--- config.mk ---
export PLATFORM = sky130hd
export DESIGN_NAME = conv_output_align
export DESIGN_NICKNAME = d
export VERILOG_FILES = /design/src/hw/cnn_pkg.sv /design/src/hw/conv_output_align.sv
export VERILOG_INCLUDE_DIRS = /design/src /design/src/hw
export SDC_FILE = /design/constraint.sdc
export NUM_CORES = 1
export LEC_CHECK = 0
export BUFFER_PORTS_ARGS = -buffer_cell sky130_fd_sc_hd__buf_4
export CAP_MARGIN = 20
export CORE_UTILIZATION = 60
export CTS_CLUSTER_SIZE = 25
export DETAILED_ROUTE_END_ITERATION = 10
export GPL_TIMING_DRIVEN = 0
export PLACE_DENSITY_LB_ADDON = 0.08
export SLEW_MARGIN = 40
export SYNTH_ARGS = -nofsm -noshare
export SYNTH_HDL_FRONTEND = slang
export SYNTH_SLANG_ARGS = --single-unit
--- constraint.sdc ---
create_clock -name clk -period 5.92 [get_ports clk]
set_input_delay 0.296 -clock clk [delete_from_list [all_inputs] [get_ports clk]]
set_output_delay 0.296 -clock clk [all_outputs]
set_load 0.01 [all_outputs]
--- src/hw/cnn_cfg.svh ---
`ifndef CNN_CFG_SVH
`define CNN_CFG_SVH

// Pixel, weight and result width
`define CNN_DATA_WIDTH 16
`define CNN_ACC_WIDTH 40

// Plane geometry
`define CNN_IMAGE_WIDTH 4
`define CNN_IMAGE_HEIGHT 4

`define CNN_CH_IN 2
`define CNN_CH_OUT 2
`define CNN_KERNEL 3

// Idle cycles after each replayed plane, enough to flush the window
`define CNN_FLUSH_GAP (`CNN_IMAGE_WIDTH + 2)

`endif
--- src/hw/cnn_pkg.sv ---
`include "cnn_cfg.svh"

package cnn_pkg;

	////////////////////////////////////////
	// Streams between the blocks
	////////////////////////////////////////

	typedef struct packed {
		logic                              valid;
		logic signed [`CNN_DATA_WIDTH-1:0] data;
	} pxl_stream_t;

	// Engine output per channel pair
	typedef struct packed {
		logic                             valid;
		logic signed [`CNN_ACC_WIDTH-1:0] data;
	} psum_stream_t;

	////////////////////////////////////////
	// FSM states
	////////////////////////////////////////

	typedef enum logic [1:0] {LOAD, PLAY, GAP} replay_state_e;

	typedef enum logic [1:0] {IDLE, RUN, FLUSH} engine_state_e;

endpackage

--- src/hw/conv_output_align.sv ---
`include "cnn_cfg.svh"

module conv_output_align (
	input  logic                 clk,
	input  logic                 reset,
	input  cnn_pkg::pxl_stream_t pxl_in,
	output cnn_pkg::pxl_stream_t pxl_out
);

	localparam int DW    = `CNN_DATA_WIDTH;
	localparam int DEPTH = `CNN_IMAGE_WIDTH * `CNN_IMAGE_HEIGHT;
	localparam int PTR_W = $clog2(DEPTH);
	localparam int CNT_W = $clog2(DEPTH + 1);

	logic signed [DW-1:0] fifo_mem [DEPTH];
	logic [PTR_W-1:0]     wr_ptr;
	logic [PTR_W-1:0]     rd_ptr;
	logic [CNT_W-1:0]     count;
	logic                 full;
	logic                 empty;
	logic                 read_en;
	logic                 rd;

	assign full  = (count == CNT_W'(DEPTH));
	assign empty = (count == '0);
	assign rd    = read_en && !empty;

	assign pxl_out = '{valid: rd, data: fifo_mem[rd_ptr]};

	always_ff @(posedge clk) begin
		if (pxl_in.valid) begin
			fifo_mem[wr_ptr] <= pxl_in.data;
		end
	end

	always_ff @(posedge clk) begin
		if (reset) begin
			wr_ptr  <= '0;
			rd_ptr  <= '0;
			count   <= '0;
			read_en <= 1'b0;
		end else begin
			// Stays on once the first plane is buffered
			if (full)
				read_en <= 1'b1;
			if (pxl_in.valid)
				wr_ptr <= (wr_ptr == PTR_W'(DEPTH - 1)) ? '0 : wr_ptr + 1'b1;
			if (rd)
				rd_ptr <= (rd_ptr == PTR_W'(DEPTH - 1)) ? '0 : rd_ptr + 1'b1;
			count <= count + CNT_W'(pxl_in.valid) - CNT_W'(rd);
		end
	end

	a_no_overflow: assert property (
		@(posedge clk) disable iff (reset) pxl_in.valid |-> !(full && !rd)
	);

endmodule

==> impl_metrics.yaml <==
outcome:
  status: "complete, no violations"
setup_path:
  crit_path_max_incr_delay_ps: 600
  crit_type: "reg -> out"
  rr_startpoint: "count[3]"
  worstSetupStartpointType: "register"
  cpMaxStageDelayCell: "buf_1"
  cp-end-kind: "output port"
  crit_fanout: 10
  crit_chain: "clkbuf_2 > buf_1 > mux4_2 > a22oi_1 > nand2_1 > buf_4"
  worstPathRequired_ps: 5620
  crit_arrival_ps: 2610
routing:
  totalWireLength_mm: 21.5
  final_antenna_net_count: 0
  routedWlPerCell_um: 26.4
  drc: 0
  vias_per_cell: 6.33
  first_pass_iters: 6
  dr_total_vias: 5148
  drt_iter0_drc: 469
synth:
  synthCells: 510
  synth_enable_flop_cells: 256
  synth_top_family_by_area: "multiplexers"
  post_synth_xor_area_fraction_pct: 0.328
  synth_seq_cells: 274
  synth_warnings: 0
  synth_mux_area_share_pct: 14.5
  synth_nets: 540
  syn_area_sq_um: 10700
  synth_compound_area_share_pct: 3.33
  avgSynthCellArea_sq_um: 20.9
  synth-seq-area-share_pct: 75.4
  synth_async_sr_flop_share_pct: 0
  synthAdderAreaFrac_pct: 1.36
  synth.distinct_cells: 36
  synth_ff_type: "edfxtp_1"
  synth_simple_gate_area_share_pct: 3.30
finish:
  areaGrowthSynthToFinish_pct: 12.5
  fin_cells: 813
  nets: 603
  insertedDiodeCount: 0
  fin_area_sq_um: 12000
  final_layout_size_suffix_gt1_share_pct: 24.1
timing:
  fin_tns_setup_ps: 0
  worstMarginPinSlew_ps: 731
  max_freq_mhz: 344
  slew_headroom_pct: 51.2
  finalCritPeriodShare_pct: 49.1
  clock-skew-final_ps: 6.36
  period_minus_slack_ps: 2910
  finalHoldViolations: 0
  maxSlewViolCount: 0
  setup_violations: 0
  rsz0062_at_grt: "no"
clock_network:
  h-tree-depth: 1
  cts_buffer_depth: 3
  post_cts_resized: 0
  clk_pin_slew_ps: 60
  postCtsHoldBufs: 0
  root_buffer: "clkbuf_16"
  cts_inserted_buffers: 27
  cts_tree: "yes"
  clk_latency_ps: 520
  post-cts-setup-buffer-count: 0
  cts.sink_count: 274
grt:
  grt_antenna_before_repair: 0
  grt_usage_pct: 25.1
  grt.overflow.total: 0
  grt_pass1_wl_mm: 32.3
  grt_pass1_vias: 5316
  grt_max_degree: 17
floorplanning:
  io_pins: 36
  die_x_um: 135
  initial_utilization_pct: 61.5
  chipHeight_um: 135
  dieArea_sq_um: 18300
  coreArea_sq_um: 17400
  num_rows: 48
run:
  drv_cap: 0
place:
  dpl_cell_area_sq_um: 11200
  place_congestion: 0.765
  dp_hpwl_mm: 12.4
  post-place-cells: 769
  portBuffers: 34
worst_hold_path:
  hold_start: "pxl_in[5]"
  min_path_type: "in -> reg"
power:
  powerDensity_nw_per_um2: 356
  p_leak_nw: 3.93
  ir_drop_v: 0.000294
where the power goes:
group | total, W | switching [W] | leakage [nW] | internal, W
Clock | 0.00153 | 0.000664 | 0.378 | 0.000869
Combinational | 0.000563 | 0.000277 | 1.10 | 0.000286
Sequential | 0.00218 | 0.0000233 | 2.46 | 0.00216
Total | 0.00428 | 0.000964 | 3.93 | 0.00331
routing by layer:
metal	global-route usage [%]	up-vias	share of wire, %
li1	-	2233	-
met1	35.9	2715	43
met2	40.9	161	50
met3	3.85	39	4.6
met4	6.93	0	2.1
met5	0	-	0
path summary, 6_finish.rpt:
path                    end  slack (ps)  depth (start not counted)
max             pxl_out[13]        3010                          6
min reg2reg         read_en         560                          2
max reg2reg        count[4]        3330                         14
min          fifo_mem[4][5]          70                          1
cell usage in the layout, fill, tap and decap left out, drive strengths merged, types with 2 or more instances in the layout:
cell / count
edfxtp: 256
mux4: 64
buf: 52
clkbuf: 40
a22oi: 32
nand2: 26
dfxtp: 18
and2: 17
inv: 10
nor2: 10
ha: 10
clkinv: 10
a21oi: 8
nor2b: 5
nor3: 4
nand3: 4
xor2: 3
a41oi: 3
nor3b: 2
a21o: 2
flip-flops by register name (all words and copies together) (netlist names), named ones only:
signal	count
count	5
read_en	1
wr_ptr	4
fifo_mem	256
rd_ptr	4
Yosys cell counts (2+ instances only):
| master | instances | share of area [%] |
|---|---|---|
| mux4_2 | 38 | 8.0 |
| buf_6 | 4 | 0.42 |
| nor3_1 | 4 | 0.19 |
| nor2b_1 | 5 | 0.29 |
| clkbuf_1 | 6 | 0.21 |
| mux4_1 | 26 | 6.4 |
| nor2_1 | 10 | 0.35 |
| a22oi_1 | 32 | 2.2 |
| dfxtp_1 | 18 | 3.4 |
| ha_1 | 10 | 1.2 |
| a21o_1 | 2 | 0.14 |
| nand2_1 | 25 | 0.88 |
| a21oi_1 | 8 | 0.37 |
| buf_1 | 2 | 0.070 |
| edfxtp_1 | 256 | 72 |
| buf_2 | 9 | 0.42 |
| and2_1 | 17 | 1.0 |
| nor3b_1 | 2 | 0.14 |
| a41oi_1 | 2 | 0.16 |
| buf_4 | 4 | 0.28 |
| xor2_1 | 3 | 0.25 |
| nand3_1 | 4 | 0.19 |
| inv_1 | 10 | 0.35 |
final cells by class:
| class | count | area (sq um) |
|---|---|---|
| inverters | 10 | 37.5 |
| flip-flops and latches | 274 | 8050 |
| clock buffers | 32 | 694 |
| well taps | 225 | 282 |
| clock inverters | 12 | 80.1 |
| plain buffers | 26 | 156 |
| fillers | 1061 | 5350 |
| multi-input cells | 200 | 2460 |
| repair buffers | 34 | 255 |
logic make-up (layout without fill, tap and decap cells):
logic type	Yosys count	count (layout)
AOI/OAI and AO/OA	49	49
xor gates and xnor gates	4	4
adders and majority gates	11	11
buffers and inverters	36	114
DFF	274	274
muxes	65	65
and+or+nand+nor	71	71
per-stage QoR:
stage / hold WS (ps) / setup WS [ps] / power (W) / utilization [%]
after global placement: 512 / 3430 / 0.00276 / 64.6
after floorplan: 395 / 3630 / 0.00261 / -
final: 72.0 / 3010 / 0.00428 / 69.2
after global routing: 73.0 / 2890 / 0.00441 / 69.2
after CTS: 59.3 / 2840 / 0.00429 / 69.2
after detailed placement: 543 / 3340 / 0.00279 / 64.7
worst max-delay path, delay by kind of cell, from the launching register on:
kind	cells	cell delay (ps)
buffers and inverters	3	1010
muxes	1	430
DFF	1	310
AOI/OAI and AO/OA	1	250
and+or+nand+nor	1	90
Power figures use the tool's default switching activity.
