[config.mk]
export PLATFORM = sky130hd
export DESIGN_NAME = conv_channel_adder
export DESIGN_NICKNAME = d
export VERILOG_FILES = /design/src/hw/cnn_pkg.sv /design/src/hw/conv_channel_adder.sv
export VERILOG_INCLUDE_DIRS = /design/src /design/src/hw
export SDC_FILE = /design/constraint.sdc
export NUM_CORES = 1
export LEC_CHECK = 0
export BUFFER_PORTS_ARGS = -buffer_cell sky130_fd_sc_hd__buf_2
export CORE_UTILIZATION = 55
export DETAILED_ROUTE_END_ITERATION = 12
export PLACE_DENSITY = 0.71
export SLEW_MARGIN = 20
export SYNTH_ARGS = -nofsm -noshare
export SYNTH_HDL_FRONTEND = slang
export SYNTH_SLANG_ARGS = --single-unit
[constraint.sdc]
create_clock -name clk -period 7.9 [get_ports clk]
set_input_delay 1.58 -clock clk [delete_from_list [all_inputs] [get_ports clk]]
set_output_delay 1.58 -clock clk [all_outputs]
set_load 0.1 [all_outputs]
[src/hw/cnn_cfg.svh]
`ifndef CNN_CFG_SVH
`define CNN_CFG_SVH

// Pixel, weight and result width
`define CNN_DATA_WIDTH 16
`define CNN_ACC_WIDTH 40

// Plane geometry
`define CNN_IMAGE_WIDTH 4
`define CNN_IMAGE_HEIGHT 4

`define CNN_CH_IN 2
`define CNN_CH_OUT 2
`define CNN_KERNEL 3

// Idle cycles after each replayed plane, enough to flush the window
`define CNN_FLUSH_GAP (`CNN_IMAGE_WIDTH + 2)

`endif
[src/hw/cnn_pkg.sv]
`include "cnn_cfg.svh"

package cnn_pkg;

	////////////////////////////////////////
	// Streams between the blocks
	////////////////////////////////////////

	typedef struct packed {
		logic                              valid;
		logic signed [`CNN_DATA_WIDTH-1:0] data;
	} pxl_stream_t;

	// Engine output per channel pair
	typedef struct packed {
		logic                             valid;
		logic signed [`CNN_ACC_WIDTH-1:0] data;
	} psum_stream_t;

	////////////////////////////////////////
	// FSM states
	////////////////////////////////////////

	typedef enum logic [1:0] {LOAD, PLAY, GAP} replay_state_e;

	typedef enum logic [1:0] {IDLE, RUN, FLUSH} engine_state_e;

endpackage

[src/hw/conv_channel_adder.sv]
`include "cnn_cfg.svh"

module conv_channel_adder (
	input  logic                  clk,
	input  logic                  reset,
	input  cnn_pkg::psum_stream_t psum_in,
	output cnn_pkg::pxl_stream_t  pxl_out
);

	localparam int DW    = `CNN_DATA_WIDTH;
	localparam int AW    = `CNN_ACC_WIDTH;
	localparam int PLANE = `CNN_IMAGE_WIDTH * `CNN_IMAGE_HEIGHT;
	localparam int CH_IN = `CNN_CH_IN;
	localparam int PIX_W = $clog2(PLANE);
	localparam int CI_W  = (CH_IN > 1) ? $clog2(CH_IN) : 1;

	localparam logic signed [AW-1:0] SAT_MAX = AW'((1 <<< (DW - 1)) - 1);
	localparam logic signed [AW-1:0] SAT_MIN = -SAT_MAX - 1;

	logic signed [AW-1:0] psum_mem [PLANE];
	logic signed [AW-1:0] sum;
	logic [PIX_W-1:0]     pix_cnt;
	logic [CI_W-1:0]      ch_cnt;

	// First channel starts a fresh sum
	assign sum = (ch_cnt == '0) ? psum_in.data : psum_mem[pix_cnt] + psum_in.data;

	always_ff @(posedge clk) begin
		if (psum_in.valid) begin
			psum_mem[pix_cnt] <= sum;
		end
	end

	always_ff @(posedge clk) begin
		if (reset) begin
			pix_cnt       <= '0;
			ch_cnt        <= '0;
			pxl_out.valid <= 1'b0;
		end else begin
			pxl_out.valid <= psum_in.valid && (ch_cnt == CI_W'(CH_IN - 1));
			if (psum_in.valid) begin
				if (pix_cnt == PIX_W'(PLANE - 1)) begin
					pix_cnt <= '0;
					ch_cnt  <= (ch_cnt == CI_W'(CH_IN - 1)) ? '0 : ch_cnt + 1'b1;
				end else begin
					pix_cnt <= pix_cnt + 1'b1;
				end
			end
		end
		// Clip to the signed 16-bit range
		if (sum > SAT_MAX)
			pxl_out.data <= SAT_MAX[DW-1:0];
		else if (sum < SAT_MIN)
			pxl_out.data <= SAT_MIN[DW-1:0];
		else
			pxl_out.data <= sum[DW-1:0];
	end

endmodule

==> results.cfg <==
[placement]
hpwlAfterDp_um = 37500
globalplace.congestion = 0.962
io_buffers = 59

[logic_synthesis]
synthCells = 1436
yosys_warnings = 0
synth-main-ff-cell = edfxtp_1
synthArstFlopShare_pct = 0
syn-cell-area_mm2 = 0.0281
synth-seq-cells = 666
avgSynthCellArea_um2 = 19.5
seq_area_frac_synth_pct = 70.4
synthDistinctLibCells = 80
synth_edf_count = 640
syn_nets = 1523

[routing]
first_pass_iters = 5
wire_per_inst_um = 29.4
antenna_left = 0
remaining_drc_errors = 0
vias = 14700
wl_um = 66200
dr.first_iter.drc_count = 1833
vias_per_cell = 6.52

[floorplan]
io_pins = 60
core_area_mm2 = 0.0503
die_y_um = 228
die_x_um = 228
initial_utilization_pct = 55.8
rows = 82
die_area_mm2 = 0.0519

[clock_tree]
cts_buffers = 67
cts.reportedPaths.clkPinSlew_ps = 60
cts_hold_buf = 0
clockBufferDepth = 3
numClockSinks = 666
htree_levels = 3
cts_resized = 0
cts_setup_buffers = 0
clk_latency_ps = 610
clock-root-buffer = clkbuf_16
cts_tree = done

[final_layout]
nNetsFinal = 1618
final_util_pct = 62.2
multi_input_area_mm2 = 0.00794
drive_gt1_share_pct = 28.3
regArea_mm2 = 0.0198
syn2layout_area_growth_pct = 11.4
diodes = 0
filler_cell_count = 3547

[power]
pwr_density_cell_mw_per_mm2 = 251
p_leak_uw = 0.00998
ir_drop_mv = 0.206

[grt]
grt_pass1_vias = 14800
antenna_found_initial = 0
grt-ovfl-total = 0
gr-usage-all-layers_pct = 26.2
grt_pass1_wl_um = 97400
grt_start_max_net_pins = 59

[sta]
min_period_ps = 6610
rsz0062_at_grt = no
relSlewSlack_pct = 24.8
setup_tns_ps = 0
report.final.slew_viol_count = 0
tightest_slew_ps = 1130
finClkSkew_ps = 23.9
fmax_ghz = 0.151
final-setup-viol-count = 0
finalHoldViolations = 0
fin_crit_sh_pct = 83.7

[critical_path]
reg2reg_depth = 15
rr_endpoint = pxl_out[3]
regToRegSetupSlack_ps = 1290
worstPathRequired_ps = 8340
critPathLaunchType = flop
worst-path-max-fanout = 48
arrival_ps = 7050
crit_path_end_kind = flop
crit_type = reg2reg

[hold_path]
hold_class = reg2reg
min_path_cells = 2
hold_start = pix_cnt[3]

[run_status]
status = finished clean

[job]
cap_violations = 0
-- worst max-delay path by stage --
stage	end	slack, ps	cells past startpoint	from
6_report	pxl_out[3]	1290	15	flop
3_3_place_gp	pxl_out[0]	1380	15	flop
4_1_cts	pxl_out[2]	1210	15	flop
2_1_floorplan	pxl_out[10]	1790	18	flop
3_5_place_dp	pxl_out[2]	1220	15	flop
5_1_grt	pxl_out[2]	920	15	flop
-- per-layer routing --
layer  vias up  wire (um)  track usage [%]
met3       103       5430             4.73
met2       655      31700             41.2
met1      7781      27700             38.2
li1       6148          -                -
met4         0       1360             7.05
met5         -          0                0
-- critical path, stage by stage, from the launching register on --
cell and delay (ps):
dfxtp_4 740, buf_4 430, buf_12 390, mux4_2 560, mux4_2 520, ha_1 450, nand4_1 310, or4_1 610
o21bai_1 200, a211oi_2 80, o21ai_0 410, xor2_1 180, nand2_1 90, xor2_1 290, a41oi_2 880, o21ai_0 200
-- cell type report --
class / instances / share of cell area [%]
repair buffers: 92 / 1.90
clock inverters: 36 / 0.784
clock buffers: 84 / 5.64
well taps: 672 / 2.69
flip-flops and latches: 666 / 63.2
multi-input cells: 670 / 25.4
inverters: 34 / 0.408
-- Yosys cell counts, types with 3 or more instances --
| cell type | n | area [um^2] |
|---|---|---|
| a211oi_1 | 4 | 30.0 |
| a21boi_0 | 3 | 22.5 |
| a21o_1 | 14 | 105 |
| a21oi_1 | 59 | 295 |
| a31oi_1 | 4 | 25.0 |
| and2_1 | 17 | 106 |
| and3_1 | 9 | 56.3 |
| buf_1 | 14 | 52.6 |
| clkbuf_1 | 47 | 176 |
| dfxtp_1 | 26 | 521 |
| edfxtp_1 | 640 | 19200 |
| ha_1 | 43 | 538 |
| inv_1 | 34 | 128 |
| mux2_2 | 12 | 135 |
| mux2i_1 | 15 | 150 |
| mux4_2 | 200 | 4500 |
| nand2_1 | 48 | 180 |
| nand2b_1 | 5 | 31.3 |
| nand3_1 | 9 | 45.0 |
| nand4_1 | 13 | 81.3 |
| nor2_1 | 37 | 139 |
| nor2b_1 | 5 | 31.3 |
| nor3_1 | 10 | 50.1 |
| nor4_1 | 3 | 18.8 |
| o211ai_1 | 3 | 22.5 |
| o211ai_2 | 3 | 37.5 |
| o21a_1 | 4 | 30.0 |
| o21ai_0 | 28 | 140 |
| o21ai_1 | 13 | 65.1 |
| o21bai_1 | 8 | 60.1 |
| o31ai_1 | 5 | 37.5 |
| or2_2 | 3 | 18.8 |
| or3_1 | 3 | 18.8 |
| or4_1 | 3 | 22.5 |
| xnor2_1 | 18 | 158 |
| xor2_1 | 15 | 131 |
-- placed cells by master (no fill, tap or decap), types with 7 or more instances in the layout --
master     count
nor3_1        10
and2_2        16
a21o_1        14
clkbuf_16     68
ha_1          43
mux4_2       200
edfxtp_1     640
o21bai_1       8
buf_2         59
nor2_1        37
clkinv_1      21
buf_4         29
and3_1         9
xor2_1        15
dfxtp_1       21
clkbuf_1      16
mux2i_1       15
nand2_1       48
clkinv_2       7
mux2_2        12
nand3_1        9
xnor2_1       18
a21oi_1       58
inv_1         34
o21ai_1       13
nand4_1       13
o21ai_0       28
-- state kept, by name, summed over array words and instances, names as in the netlist, named ones only --
name / count
pix_cnt: 4
ch_cnt: 1
psum_mem: 640
pxl_out: 17
-- through the flow --
step / total power [uW] / cells / hold slack (ps) / instance area [um^2] / worst slack (ps)
4_1_cts: 7880 / 2254 / 548 / 31300 / 1210
6_report: 7850 / 2254 / 561 / 31300 / 1290
3_5_place_dp: 4970 / 2134 / 538 / 29200 / 1220
2_1_floorplan: 4720 / 1436 / 487 / 28100 / 1790
5_1_grt: 8090 / 2254 / 618 / 31300 / 922
3_3_place_gp: 4960 / 2134 / 515 / 29200 / 1380
-- report_power, final --
group          switching (uW)  internal (uW)
Sequential               36.5           3920
Clock                    1290           1650
Combinational             564            390
Total                    1890           5960
-- cell families after synthesis --
| family | Yosys count | share of synthesized area, % |
|---|---|---|
| and+or+nand+nor | 182 | 3.44 |
| adders and majority gates | 44 | 1.99 |
| muxes | 227 | 17.1 |
| DFF | 666 | 70.4 |
| buffers and inverters | 100 | 1.48 |
| xor gates and xnor gates | 33 | 1.03 |
| AOI/OAI and AO/OA | 184 | 4.62 |
Power figures use the tool's default switching activity.
