==> config.mk <==
export PLATFORM = sky130hd
export DESIGN_NAME = conv_input_replay
export DESIGN_NICKNAME = d
export VERILOG_FILES = /design/src/hw/cnn_pkg.sv /design/src/hw/conv_input_replay.sv
export VERILOG_INCLUDE_DIRS = /design/src /design/src/hw
export SDC_FILE = /design/constraint.sdc
export NUM_CORES = 1
export LEC_CHECK = 0
export BUFFER_PORTS_ARGS = -buffer_cell sky130_fd_sc_hd__buf_2
export CELL_PAD_IN_SITES_DETAIL_PLACEMENT = 2
export CELL_PAD_IN_SITES_GLOBAL_PLACEMENT = 2
export CORE_MARGIN = 3
export CORE_UTILIZATION = 35
export CTS_BUF_LIST = sky130_fd_sc_hd__clkbuf_4 sky130_fd_sc_hd__clkbuf_8 sky130_fd_sc_hd__clkbuf_16
export DETAILED_ROUTE_END_ITERATION = 7
export GPL_ROUTABILITY_DRIVEN = 1
export GPL_TIMING_DRIVEN = 0
export PLACE_DENSITY_LB_ADDON = 0.1
export RECOVER_POWER = 100
export SYNTH_ARGS = -nofsm -noshare
export SYNTH_HDL_FRONTEND = slang
export SYNTH_SLANG_ARGS = --single-unit
==> constraint.sdc <==
create_clock -name clk -period 6.5 [get_ports clk]
set_clock_uncertainty 0.1 [all_clocks]
set_input_delay 1.3 -clock clk [delete_from_list [all_inputs] [get_ports clk]]
set_output_delay 1.3 -clock clk [all_outputs]
set_load 0.02 [all_outputs]
==> src/hw/cnn_cfg.svh <==
`ifndef CNN_CFG_SVH
`define CNN_CFG_SVH

// Pixel, weight and result width
`define CNN_DATA_WIDTH 16
`define CNN_ACC_WIDTH 40

// Plane geometry
`define CNN_IMAGE_WIDTH 4
`define CNN_IMAGE_HEIGHT 4

`define CNN_CH_IN 2
`define CNN_CH_OUT 2
`define CNN_KERNEL 3

// Idle cycles after each replayed plane, enough to flush the window
`define CNN_FLUSH_GAP (`CNN_IMAGE_WIDTH + 2)

`endif
==> src/hw/cnn_pkg.sv <==
`include "cnn_cfg.svh"

package cnn_pkg;

	////////////////////////////////////////
	// Streams between the blocks
	////////////////////////////////////////

	typedef struct packed {
		logic                              valid;
		logic signed [`CNN_DATA_WIDTH-1:0] data;
	} pxl_stream_t;

	// Engine output per channel pair
	typedef struct packed {
		logic                             valid;
		logic signed [`CNN_ACC_WIDTH-1:0] data;
	} psum_stream_t;

	////////////////////////////////////////
	// FSM states
	////////////////////////////////////////

	typedef enum logic [1:0] {LOAD, PLAY, GAP} replay_state_e;

	typedef enum logic [1:0] {IDLE, RUN, FLUSH} engine_state_e;

endpackage

==> src/hw/conv_input_replay.sv <==
`include "cnn_cfg.svh"

module conv_input_replay (
	input  logic                 clk,
	input  logic                 reset,
	input  cnn_pkg::pxl_stream_t pxl_in,
	output cnn_pkg::pxl_stream_t pxl_out
);
	import cnn_pkg::*;

	localparam int DW      = `CNN_DATA_WIDTH;
	localparam int PLANE   = `CNN_IMAGE_WIDTH * `CNN_IMAGE_HEIGHT;
	localparam int CH_IN   = `CNN_CH_IN;
	localparam int CH_OUT  = `CNN_CH_OUT;
	localparam int GAP_LEN = `CNN_FLUSH_GAP;
	localparam int DEPTH   = CH_IN * PLANE;
	localparam int ADDR_W  = $clog2(DEPTH);
	localparam int PIX_W   = $clog2(PLANE);
	localparam int CI_W    = (CH_IN > 1) ? $clog2(CH_IN) : 1;
	localparam int CO_W    = (CH_OUT > 1) ? $clog2(CH_OUT) : 1;
	localparam int GAP_W   = $clog2(GAP_LEN);

	replay_state_e        state;
	logic signed [DW-1:0] img_mem [DEPTH];
	logic [ADDR_W-1:0]    wr_addr;
	logic [ADDR_W-1:0]    rd_addr;
	logic [PIX_W-1:0]     pix_cnt;
	logic [GAP_W-1:0]     gap_cnt;
	logic [CI_W-1:0]      ch_in_cnt;
	logic [CO_W-1:0]      ch_out_cnt;

	// Whole image kept in channel-major order
	always_ff @(posedge clk) begin
		if (state == LOAD && pxl_in.valid) begin
			img_mem[wr_addr] <= pxl_in.data;
		end
	end

	assign rd_addr = ADDR_W'(ch_in_cnt * PLANE + pix_cnt);
	assign pxl_out = '{valid: (state == PLAY), data: img_mem[rd_addr]};

	always_ff @(posedge clk) begin
		if (reset) begin
			state      <= LOAD;
			wr_addr    <= '0;
			pix_cnt    <= '0;
			gap_cnt    <= '0;
			ch_in_cnt  <= '0;
			ch_out_cnt <= '0;
		end else begin
			case (state)
				LOAD: begin
					if (pxl_in.valid) begin
						if (wr_addr == ADDR_W'(DEPTH - 1)) begin
							wr_addr <= '0;
							state   <= PLAY;
						end else begin
							wr_addr <= wr_addr + 1'b1;
						end
					end
				end
				PLAY: begin
					if (pix_cnt == PIX_W'(PLANE - 1)) begin
						pix_cnt <= '0;
						gap_cnt <= '0;
						state   <= GAP;
					end else begin
						pix_cnt <= pix_cnt + 1'b1;
					end
				end
				GAP: begin
					if (gap_cnt == GAP_W'(GAP_LEN - 1)) begin
						state <= PLAY;
						// Next input plane or next output channel
						if (ch_in_cnt == CI_W'(CH_IN - 1)) begin
							ch_in_cnt <= '0;
							if (ch_out_cnt == CO_W'(CH_OUT - 1)) begin
								ch_out_cnt <= '0;
								state      <= LOAD;
							end else begin
								ch_out_cnt <= ch_out_cnt + 1'b1;
							end
						end else begin
							ch_in_cnt <= ch_in_cnt + 1'b1;
						end
					end else begin
						gap_cnt <= gap_cnt + 1'b1;
					end
				end
				default: state <= LOAD;
			endcase
		end
	end

	////////////////////////////////////////
	// Checks
	////////////////////////////////////////

	// New image only once the replay of the last one is over
	a_no_input_during_replay: assert property (
		@(posedge clk) disable iff (reset) pxl_in.valid |-> state == LOAD
	);

endmodule

==> run_results.csv <==
group,metric,value,unit
status,outcome,"finished with violations",
status,violations,"capacitance limit, slew limit",
logic_synthesis,synth_area_leaders,"edfxtp_1 (75%), mux4_2 (9.1%), mux2i_1 (3.3%)",
min_path,hold_class,"flop to flop",
placed_design,numPortBuffers,35,
floorplanning,io_pins,36,
clocking,clk_pin_slew,60,ps
run,cap_violations,18,
global_route,grt_usage,18.79,%
critical_path,cp.required,5100,ps
logic_synthesis,syn-cell-area,20500,um2
clocking,cts_root_buffer,"clkbuf_16",
timing,worstMarginPinSlew,2017,ps
floorplanning,die_w,248.0,um
critical_path,cp.arrival,4370,ps
critical_path,path_class,"flop to primary output",
detailed_routing,totalWireLength,56470,um
detailed_routing,drc_errors,0,
detailed_routing,routed_via_density,5.358,
layout,nNetsFinal,1140,
clocking,cts_hold_buf,0,
logic_synthesis,syn_area_per_cell,20.79,um2
detailed_routing,vias,10320,
logic_synthesis,ys_types,45,
min_path,min_delay_worst_endpoint,"wr_addr[3]",
logic_synthesis,synth_area_leader_cell,"edfxtp_1",
global_route,grt_pass1_wl,81750,um
clocking,cts_tree,"done",
clocking,insertion_delay,600,ps
timing,finalSetupTns,0,ps
logic_synthesis,synthCells,986,
logic_synthesis,yosysSeqAreaShare,76.57,%
critical_path,max_stage_delay,1400,ps
placed_design,gp_congestion,0.7061,
min_path,worstHoldPathCells,2,
clocking,clk_path_buf_depth,3,
layout,layout-drive-gt1-share,19.83,%
timing,hold_viol,0,
floorplanning,coreArea,57810,um2
logic_synthesis,synth-main-ff-cell,"edfxtp_1",
detailed_routing,first_iter_violations,901,
timing,relSlewSlack,-34.48,%
min_path,hp-start,"wr_addr[3]",
timing,slew_viol_final,531,
floorplanning,fp.dieH,248.0,um
detailed_routing,drt_first_pass_iters,5,
clocking,cts_resized,0,
global_route,grt_remaining_overflow,0,
timing,fmax,0.1735,GHz
global_route,grt_pass1_vias,11017,
timing,fin_crit,5765,ps
critical_path,r2r_end,"img_mem[30][8]",
timing,fin_ws,734.7,ps
floorplanning,dieArea,61510,um2
critical_path,cpMaxStageDelayCell,"a2111oi_0",
critical_path,r2r_start,"state[1]",
global_route,antenna_found_initial,1,
placed_design,dpl.hpwl,36680,um
power_and_ir_drop,p_leak,7.111,nW
logic_synthesis,yosysWarnings,0,
timing,setup_violations,0,
logic_synthesis,ys_ff_latch,528,
logic_synthesis,synth.top_cell.area_share,75.00,%
critical_path,path_cells,"buf_2 -> buf_4 -> buf_1 -> mux4_2 -> a2111oi_0 -> a21oi_1 -> buf_2",
critical_path,path_max_fanout,10,
detailed_routing,ant_nets,0,
logic_synthesis,syn_nets,1013,
critical_path,crit_top_cell,"buf_2",
critical_path,r2r_slack,3010,ps
floorplanning,num_rows,88,
critical_path,r2r_cells,4,
logic_synthesis,yosysMostFrequentCell,"edfxtp_1",
logic_synthesis,synthTopCellsByCount,"edfxtp_1 (512), mux4_2 (83), mux2i_1 (67)",
timing,rsz0062_at_grt,"false",
clocking,cts_setup_buffers,0,
floorplanning,start_util,35.46,%
timing,period_share,88.70,%
critical_path,cp-start-kind,"flop",
layout,area_growth,14.98,%
placed_design,post-place-ws,1631,ps
clocking,numCtsBuffers,58,
global_route,grt_max_degree,33,
power_and_ir_drop,ir_drop,199.7,uV
logic_synthesis,async_flop_share,0,%
logic_synthesis,synth_edf_count,512,
power_and_ir_drop,power_density,302.6,nW/um2
clocking,clkSinkCount,528,
critical_path,crit_path_end_kind,"primary output",
detailed_routing,detail_route.wl_per_cell,29.32,um
clocking,htree_levels,2,
[sequential cells by signal (all words and copies together) (netlist names)]
register,cells
img_mem,512
ch_in_cnt,1
gap_cnt,3
state,2
ch_out_cnt,1
pix_cnt,4
wr_addr,5
[per-stage QoR]
step	cell area [um2]	utilization [%]	cells	power [mW]	hold WS, ps
2_1_floorplan	20500	-	986	3.872	378.9
3_3_place_gp	21630	37.42	1786	3.973	400.2
3_5_place_dp	22170	38.35	1818	3.986	416.2
4_1_cts	24060	41.62	1925	7.232	432.0
5_1_grt	23570	40.77	1925	7.363	454.1
6_report	23570	40.77	1926	7.132	424.9
[worst max path at each step]
stage / to / slack, ps / cells past startpoint / startpoint
floorplan: pxl_out[15] / 3230 / 5 / pix_cnt[0]
global placement: pxl_out[10] / 1690 / 7 / pix_cnt[2]
detailed placement: pxl_out[10] / 1630 / 7 / pix_cnt[2]
CTS: pxl_out[10] / 960 / 7 / pix_cnt[2]
global route: pxl_out[5] / 510 / 9 / pix_cnt[0]
finish: pxl_out[12] / 730 / 7 / pix_cnt[2]
[cell type report]
class / count / area, um2
plain buffers: 56 / 325.3
well taps: 765 / 957.2
flip-flops and latches: 528 / 15700
diodes: 1 / 2.502
clock inverters: 21 / 141.4
fillers: 5420 / 34240
repair buffers: 67 / 262.8
inverters: 5 / 18.77
clock buffers: 86 / 1748
multi-input cells: 397 / 4418
[routing by layer]
layer / part of all wire, % / GRT usage (%)
met1: 48 / 28.36
met5: 0 / 0
met3: 4.4 / 2.820
met4: 2.1 / 4.514
met2: 46 / 28.70
[power by group]
| group | switching (mW) | leakage [nW] | internal [mW] |
|---|---|---|---|
| Sequential | 0.00513 | 4.74 | 3.75 |
| Combinational | 0.119 | 1.41 | 0.0263 |
| Clock | 1.34 | 0.957 | 1.89 |
| Total | 1.46 | 7.11 | 5.67 |
[critical path, delay by kind of cell, from the launching register on]
family,cells,cell delay (ps)
flip-flops,1,320
buffers and inverters,4,1420
multiplexers,1,400
AO/OA/AOI/OAI,2,1600
[kinds of logic after synthesis]
| logic type | share of synthesized area, % |
|---|---|
| buffers and inverters | 1.727 |
| AO/OA/AOI/OAI | 4.767 |
| flip-flops | 76.57 |
| AND/OR/NAND/NOR | 2.307 |
| multiplexers | 13.93 |
| adder cells (fa/ha/maj) | 0.4883 |
| XOR/XNOR | 0.2136 |
[layout by cell type, fill, tap and decap left out, types with 16 or more instances in the layout]
cell type,count
a21oi_1,39
a22oi_1,18
buf_2,20
clkbuf_1,87
clkbuf_16,59
clkbuf_4,16
dfxtp_1,16
edfxtp_1,512
mux2i_1,67
mux4_2,83
nor2_1,44
o221ai_1,16
(Power assumes the default switching activity.)
